===== src/nfu_macros.svh =====
`ifndef NFU_MACROS_SVH
`define NFU_MACROS_SVH

// Value width of products and sums
`define NFU_W 16

// Products per group and number of groups
`define NFU_TN 4
`define NFU_G 4

// Sparse routing limits
`define NFU_OUT_LIMIT 2
`define NFU_IN_LIMIT 2

// L1 select indexes a group's Tn products
`define NFU_L1_SEL_W 2
// L2 select indexes the pool of G*OUT_LIMIT candidates
`define NFU_L2_SEL_W 3

`endif


===== src/nfu_pkg.sv =====
`default_nettype none
`include "nfu_macros.svh"

package nfu_pkg;

    // Accumulator operation
    typedef enum logic {
        NFU_OP_ACC  = 1'b0,
        NFU_OP_LOAD = 1'b1
    } nfu_op_e;

    // Named signed type so that packed array elements stay signed
    typedef logic signed [`NFU_W-1:0] nfu_val_t;

    // All products of one strobe, indexed [group][product]
    typedef struct packed {
        nfu_val_t [`NFU_G-1:0][`NFU_TN-1:0] p;
    } prod_bus_t;

    // Two-level select lines for the sparse router
    typedef struct packed {
        // Own products that each group sends to the pool
        logic [`NFU_G-1:0][`NFU_OUT_LIMIT-1:0][`NFU_L1_SEL_W-1:0] l1_sel;
        // Pool candidate taken by each group lane
        logic [`NFU_G-1:0][`NFU_IN_LIMIT-1:0][`NFU_L2_SEL_W-1:0]  l2_sel;
        // A cleared lane enable contributes zero
        logic [`NFU_G-1:0][`NFU_IN_LIMIT-1:0]                     l2_en;
    } route_sel_t;

    // One value per group
    typedef struct packed {
        nfu_val_t [`NFU_G-1:0] s;
    } group_sum_t;

    // Control that travels with the data
    typedef struct packed {
        nfu_op_e    op;
        group_sum_t partial;
    } nfu_ctrl_t;

endpackage

`default_nettype wire


===== src/nfu_dense_tree.sv =====
`default_nettype none
`include "nfu_macros.svh"

module nfu_dense_tree
    import nfu_pkg::*;
(
    input  logic       clk,
    input  logic       i_rst_n,
    input  logic       i_valid,
    input  prod_bus_t  i_prod,
    output logic       o_valid,
    output group_sum_t o_dense
);

    localparam int PAIRS = `NFU_TN / 2;

    nfu_val_t [`NFU_G-1:0][PAIRS-1:0] pair_sum;
    group_sum_t                       dense_d;

    // First tree level adds adjacent products in pairs
    always_comb begin
        for (int g = 0; g < `NFU_G; g++) begin
            for (int i = 0; i < PAIRS; i++) begin
                pair_sum[g][i] = i_prod.p[g][2*i] + i_prod.p[g][2*i+1];
            end
        end
    end

    // Second level joins the pair sums of each group
    always_comb begin
        for (int g = 0; g < `NFU_G; g++) begin
            dense_d.s[g] = '0;
            for (int i = 0; i < PAIRS; i++) begin
                dense_d.s[g] = dense_d.s[g] + pair_sum[g][i];
            end
        end
    end

    always_ff @(posedge clk or negedge i_rst_n) begin
        if (!i_rst_n) begin
            o_valid <= 1'b0;
        end else begin
            o_valid <= i_valid;
        end
    end

    // Group sums are only captured with a strobe
    always_ff @(posedge clk) begin
        if (i_valid) begin
            o_dense <= dense_d;
        end
    end

endmodule

`default_nettype wire


===== src/nfu_sparse_router.sv =====
`default_nettype none
`include "nfu_macros.svh"

module nfu_sparse_router
    import nfu_pkg::*;
(
    input  logic       clk,
    input  logic       i_rst_n,
    input  logic       i_valid,
    input  prod_bus_t  i_prod,
    input  route_sel_t i_route,
    output logic       o_valid,
    output group_sum_t o_sparse
);

    localparam int POOL = `NFU_G * `NFU_OUT_LIMIT;

    nfu_val_t [POOL-1:0]                          pool;
    nfu_val_t [`NFU_G-1:0][`NFU_IN_LIMIT-1:0]     lane;
    group_sum_t                                   sparse_d;

    // In L1 each group offers OUT_LIMIT of its own products to the pool
    always_comb begin
        for (int k = 0; k < `NFU_G; k++) begin
            for (int j = 0; j < `NFU_OUT_LIMIT; j++) begin
                pool[k*`NFU_OUT_LIMIT + j] = i_prod.p[k][i_route.l1_sel[k][j]];
            end
        end
    end

    // In L2 each lane picks from the shared pool
    always_comb begin
        for (int g = 0; g < `NFU_G; g++) begin
            for (int i = 0; i < `NFU_IN_LIMIT; i++) begin
                if (i_route.l2_en[g][i]) begin
                    lane[g][i] = pool[i_route.l2_sel[g][i]];
                end else begin
                    lane[g][i] = '0;
                end
            end
        end
    end

    // Lane sum per group wraps at W bits
    always_comb begin
        for (int g = 0; g < `NFU_G; g++) begin
            sparse_d.s[g] = '0;
            for (int i = 0; i < `NFU_IN_LIMIT; i++) begin
                sparse_d.s[g] = sparse_d.s[g] + lane[g][i];
            end
        end
    end

    always_ff @(posedge clk or negedge i_rst_n) begin
        if (!i_rst_n) begin
            o_valid <= 1'b0;
        end else begin
            o_valid <= i_valid;
        end
    end

    always_ff @(posedge clk) begin
        if (i_valid) begin
            o_sparse <= sparse_d;
        end
    end

    // A strobe gives an output one cycle later and all masked lanes route zero
    sparse_valid_delay: assert property (
        @(posedge clk) disable iff (!i_rst_n)
        i_valid |=> o_valid && (($past(i_route.l2_en) != '0) || (o_sparse == '0))
    );

endmodule

`default_nettype wire


===== src/nfu_accumulate.sv =====
`default_nettype none
`include "nfu_macros.svh"

module nfu_accumulate
    import nfu_pkg::*;
(
    input  logic       clk,
    input  logic       i_rst_n,
    // Valid from the dense tree
    input  logic       i_valid,
    // Valid from the sparse router for the alignment check
    input  logic       i_sparse_valid,
    input  group_sum_t i_dense,
    input  group_sum_t i_sparse,
    input  nfu_ctrl_t  i_ctrl,
    output logic       o_valid,
    output group_sum_t o_sum
);

    nfu_ctrl_t  ctrl_q;
    group_sum_t sum_q;
    group_sum_t base;
    group_sum_t sum_d;

    // Control waits one cycle to meet the stage-2 sums
    always_ff @(posedge clk) begin
        ctrl_q <= i_ctrl;
    end

    // Base is either the external partial sum or the held value
    always_comb begin
        if (ctrl_q.op == NFU_OP_LOAD) begin
            base = ctrl_q.partial;
        end else begin
            base = sum_q;
        end
    end

    always_comb begin
        for (int g = 0; g < `NFU_G; g++) begin
            sum_d.s[g] = base.s[g] + i_dense.s[g] + i_sparse.s[g];
        end
    end

    always_ff @(posedge clk or negedge i_rst_n) begin
        if (!i_rst_n) begin
            o_valid <= 1'b0;
            sum_q   <= '0;
        end else begin
            o_valid <= i_valid;
            if (i_valid) begin
                sum_q <= sum_d;
            end
        end
    end

    // Held value is always visible
    assign o_sum = sum_q;

    // Both stage-2 blocks must deliver the same item in the same cycle
    stage2_aligned: assert property (
        @(posedge clk) disable iff (!i_rst_n)
        i_valid == i_sparse_valid
    );

endmodule

`default_nettype wire


===== src/nfu_top.sv =====
`default_nettype none

module nfu_top
    import nfu_pkg::*;
(
    input  logic       clk,
    input  logic       i_rst_n,
    input  logic       i_valid,
    input  nfu_op_e    i_op,
    input  prod_bus_t  i_prod,
    input  route_sel_t i_route,
    input  group_sum_t i_partial,
    output logic       o_valid,
    output group_sum_t o_sum
);

    logic       valid_q;
    prod_bus_t  prod_q;
    route_sel_t route_q;
    nfu_ctrl_t  ctrl_q;

    logic       dense_valid;
    logic       sparse_valid;
    group_sum_t dense_sum;
    group_sum_t sparse_sum;

    // Input register stage
    always_ff @(posedge clk or negedge i_rst_n) begin
        if (!i_rst_n) begin
            valid_q <= 1'b0;
        end else begin
            valid_q <= i_valid;
        end
    end

    always_ff @(posedge clk) begin
        prod_q         <= i_prod;
        route_q        <= i_route;
        ctrl_q.op      <= i_op;
        ctrl_q.partial <= i_partial;
    end

    // Dense and sparse paths run side by side in stage 2
    nfu_dense_tree u_dense_tree (
        .clk     (clk),
        .i_rst_n (i_rst_n),
        .i_valid (valid_q),
        .i_prod  (prod_q),
        .o_valid (dense_valid),
        .o_dense (dense_sum)
    );

    nfu_sparse_router u_sparse_router (
        .clk      (clk),
        .i_rst_n  (i_rst_n),
        .i_valid  (valid_q),
        .i_prod   (prod_q),
        .i_route  (route_q),
        .o_valid  (sparse_valid),
        .o_sparse (sparse_sum)
    );

    nfu_accumulate u_accumulate (
        .clk            (clk),
        .i_rst_n        (i_rst_n),
        .i_valid        (dense_valid),
        .i_sparse_valid (sparse_valid),
        .i_dense        (dense_sum),
        .i_sparse       (sparse_sum),
        .i_ctrl         (ctrl_q),
        .o_valid        (o_valid),
        .o_sum          (o_sum)
    );

endmodule

`default_nettype wire


===== config.mk =====
export PLATFORM = sky130hd
export DESIGN_NAME = nfu_top
export DESIGN_NICKNAME = d
export VERILOG_FILES = /design/src/nfu_pkg.sv /design/src/nfu_dense_tree.sv /design/src/nfu_sparse_router.sv /design/src/nfu_accumulate.sv /design/src/nfu_top.sv
export VERILOG_INCLUDE_DIRS = /design/src
export SDC_FILE = /design/constraint.sdc
export NUM_CORES = 2
export LEC_CHECK = 0
export BUFFER_PORTS_ARGS = -buffer_cell sky130_fd_sc_hd__buf_2
export CORE_AREA = 2 2 272 274
export DETAILED_ROUTE_END_ITERATION = 8
export DIE_AREA = 0 0 274 276
export PLACE_DENSITY = 0.77
export SLEW_MARGIN = 20
export SYNTH_ARGS = -nofsm -noshare
export SYNTH_HDL_FRONTEND = slang
export SYNTH_SLANG_ARGS = --single-unit

===== constraint.sdc =====
create_clock -name clk -period 4.21 [get_ports clk]
set_clock_uncertainty 0.05 [all_clocks]
set_input_delay 0.2105 -clock clk [delete_from_list [all_inputs] [get_ports clk]]
set_output_delay 0.2105 -clock clk [all_outputs]
set_load 0.005 [all_outputs]

==> implementation parameters <==
Parameter                              Value

Synthesis
  Primary FF master, synth    dfxtp_1
  Count of unique library cells instantiated by Yosys    68
  Cell types occupying the most area after synthesis    dfxtp_1 22%, mux4_2 22%, edfxtp_1 9.9%, fa_1 9.7%, ha_1 5.7%
  Library cell occupying the most area in the post-synthesis netlist    dfxtp_1
  Share of the yosys chip area belonging to registers    36.46%
  Gate Count Post-Synth    3014
  Synthesized cell area    38970 um^2
  EDFF count, synth    128
  Yosys warning count    0
  FFs w/ async S/R, synth    10.65%
  Portion of synthesized cell area occupied by the leading cell type    22.30%
  Syn Nets    3750
  Average cell area after synthesis    12.93 um^2
  Number of synthesized register bits    629

Pwr
  IR Drop Worst-Case VDD    0.5243 mV
  Leakage Power    21.73 nW
  PD cells    570.4 nW/um^2

Critical path
  Max incr delay on CP    0.65 ns
  Maximum fanout along the worst path    10
  Crit start category    flip-flop
  Nature of the critical path endpoint    flip-flop
  Worst endpoint data arrival time    4.44 ns
  Worst-path cell chain    buf_4 > mux4_2 > buf_4 > mux4_2 > mux2i_1 > nor2b_1 > ha_1 > inv_1 > o21bai_1 > a21o_1 > a21o_1 > a21oi_2 > o21ai_0 > xor2_1
  Top cell family by delay on the critical path    multiplexers
  Kind of critical path    reg -> reg
  Worst endpoint required time    4.53 ns
  Buffering stage count on the worst path with inverters included    3
  Highest-delay cell along the critical path    mux4_2

Detailed routing
  Total Wirelength    132900 um
  Top Metal Used    met5
  Amount of wire on met2 after detailed routing    64580 um
  Total DRC errors in the routed layout    0
  Number of detailed-routing iterations run before antenna repair    6
  Vias per std cell    6.098
  Routed length on met3    13310 um
  First-iteration detailed-routing DRC count    3012
  Via count of the routed design    30010
  Wl on met1    46280 um
  Post-detailed-route wirelength per cell    27.01 um
  Number of nets with antenna violations after detailed routing    0

Run status
  Status    finished, final reports clean

Floorplan
  Site Rows    99
  Area of the die    75620 um^2
  Die Wd    274 um
  Area inside the core boundary    72590 um^2
  Starting density of the core    53.69%
  Ports    437
  Die height    276 um

STA
  Slew at the pin closest to its max-slew limit    0.8758 ns
  Maximum achievable frequency    242.7 MHz
  Setup Total Neg Slack    0 ns
  Final hold slack    0.1042 ns
  Worst slew margin relative to its limit    41.61%
  Portion of the clock cycle consumed by the worst path in the final layout    97.88%
  Unrepaired setup endpoints after global routing    true
  Slew Limit Fails    0
  Final setup fails    0
  Number of hold violations in the final report    0
  Clock period minus final worst setup slack    4.121 ns

Cells and area
  NumNets Final    4629
  Syn-to-layout area delta    26.07%
  Commonest cells after routing, fill and taps aside    435 x buf_2, 417 x dfxtp_1, 394 x inv_1, 384 x mux4_2, 371 x dlygate4sd3_1
  Most common library cell in the layout ignoring fill and taps    buf_2
  Filler cell count in the final layout    5054
  Post-layout utilization of the core    67.68%
  Fraction of layout cells with a size suffix above 1    30.87%

Global route
  Via count of the first global-routing pass    31790
  Wire length of the first global-routing pass    194400 um
  Maximum number of pins on one net before global-route repair    62
  GRT Overall Usage    35.11%
  Total congestion overflow    0
  Antenna violations before repair    15

Placed design
  Port buffer count    436
  Final Wtd Congestion    0.9950
  Detailed placer's ending HPWL    94470 um

Clocking
  CTS Root Cell    clkbuf_16
  Reg clk slew, reported paths    0.07 ns
  Deepest level of the CTS H-tree    3
  TritonCTS clock tree    done
  Clock Sinks    629
  Clock buffer depth    3
  Number of buffers inserted during clock tree synthesis    69
  Clock latency on the worst-skew pair    0.64 ns

Run
  Max cap viols    0

Hold path
  Class of the tightest hold or removal check    in -> async
==> layout make-up <==
| cell class | count | area (um^2) | area share (%) |
|---|---|---|---|
| multi-input cells | 1862 | 22830 | 46.46 |
| flip-flops and latches | 629 | 14250 | 29.02 |
| repair buffers | 937 | 6992 | 14.23 |
| clock buffers | 98 | 2088 | 4.251 |
| inverters | 394 | 1479 | 3.010 |
| well taps | 959 | 1200 | 2.442 |
| clock inverters | 29 | 252.7 | 0.5145 |
| diodes | 14 | 35.03 | 0.07131 |
==> logic make-up after synthesis <==
group	synth area share (%)
buf+inv	5.089
compound gates	5.963
flops	36.46
mux	28.38
fa+ha+maj	15.31
xor+xnor	4.113
simple gates	4.685
==> metal layers <==
metal | track usage [%] | up-vias
met1 | 41.61 | 14930
li1 | - | 12670
met2 | 57.73 | 1876
met3 | 8.763 | 538
met5 | 0.4493 | -
met4 | 20.85 | 8
==> report_power, final <==
part | switching, mW | internal (mW)
Sequential | 0.816 | 7.42
Combinational | 6.98 | 6.53
Clock | 2.70 | 3.58
==> sequential cells by signal, summed over array words and instances (netlist names) <==
signal / flops
ctrl_q: 65
u_accumulate.o_valid: 1
prod_q: 256
u_dense_tree.o_valid: 1
route_q: 48
u_dense_tree.o_dense: 64
u_accumulate.o_sum: 64
u_accumulate.ctrl_q: 65
u_sparse_router.o_sparse: 64
valid_q: 1
==> cell usage after synthesis, drive strengths merged (3+ instances only) <==
cell    number
a211oi       9
a21boi       4
a21o        72
a21oi      120
a31oi       21
and2         5
and3         5
and4         5
buf         53
clkbuf      76
dfrtp       67
dfxtp      434
edfxtp     128
fa         188
ha         176
inv        394
mux2       108
mux2i      119
mux4       384
nand2       60
nand2b      17
nand3       15
nand4        8
nor2        62
nor2b      122
nor3        17
nor4         5
o21a        11
o21ai       67
o21bai      23
o22ai        3
o31a         4
o31ai        5
or2          4
or3          6
or4          5
xnor2      124
xor2        59
==> through the flow <==
step,instances,power [mW],setup WS [ns],cell area (um^2)
detailed placement,4402,21.18,0.006805,42860
global route,4915,29.73,-0.06518,49110
floorplan,3014,17.59,0.04606,38980
global placement,4402,20.83,0.04437,42860
CTS,4900,27.74,0.01063,48920
finish,4922,28.02,0.08923,49130
==> path summary, 6_finish.rpt <==
kind                       cells past startpoint                      endpoint   startpoint  slack [ns]
max                                           14  u_sparse_router.o_sparse[46]  route_q[34]        0.09
min                                            2        u_accumulate.o_sum[11]      i_rst_n        0.10
max reg2reg                                   14  u_sparse_router.o_sparse[46]  route_q[34]        0.09
min reg2reg                                    0       u_accumulate.ctrl_q[15]   ctrl_q[15]        0.27
max in group asynchronous                      3          u_dense_tree.o_valid      i_rst_n        3.08
min in group clk                               2                   prod_q[160]  i_prod[160]        0.15
==> repair_timing <==
action / CTS / global route
pin swaps: 0 / 7
endpoints found under the setup margin: 2 / 25
hold buffers: 371 / 0
buffers inserted: 0 / 8
endpoints found under the hold margin: 412 / 0
resized for setup: 2 / 42
No activity file was read; power rests on OpenSTA's default activity.
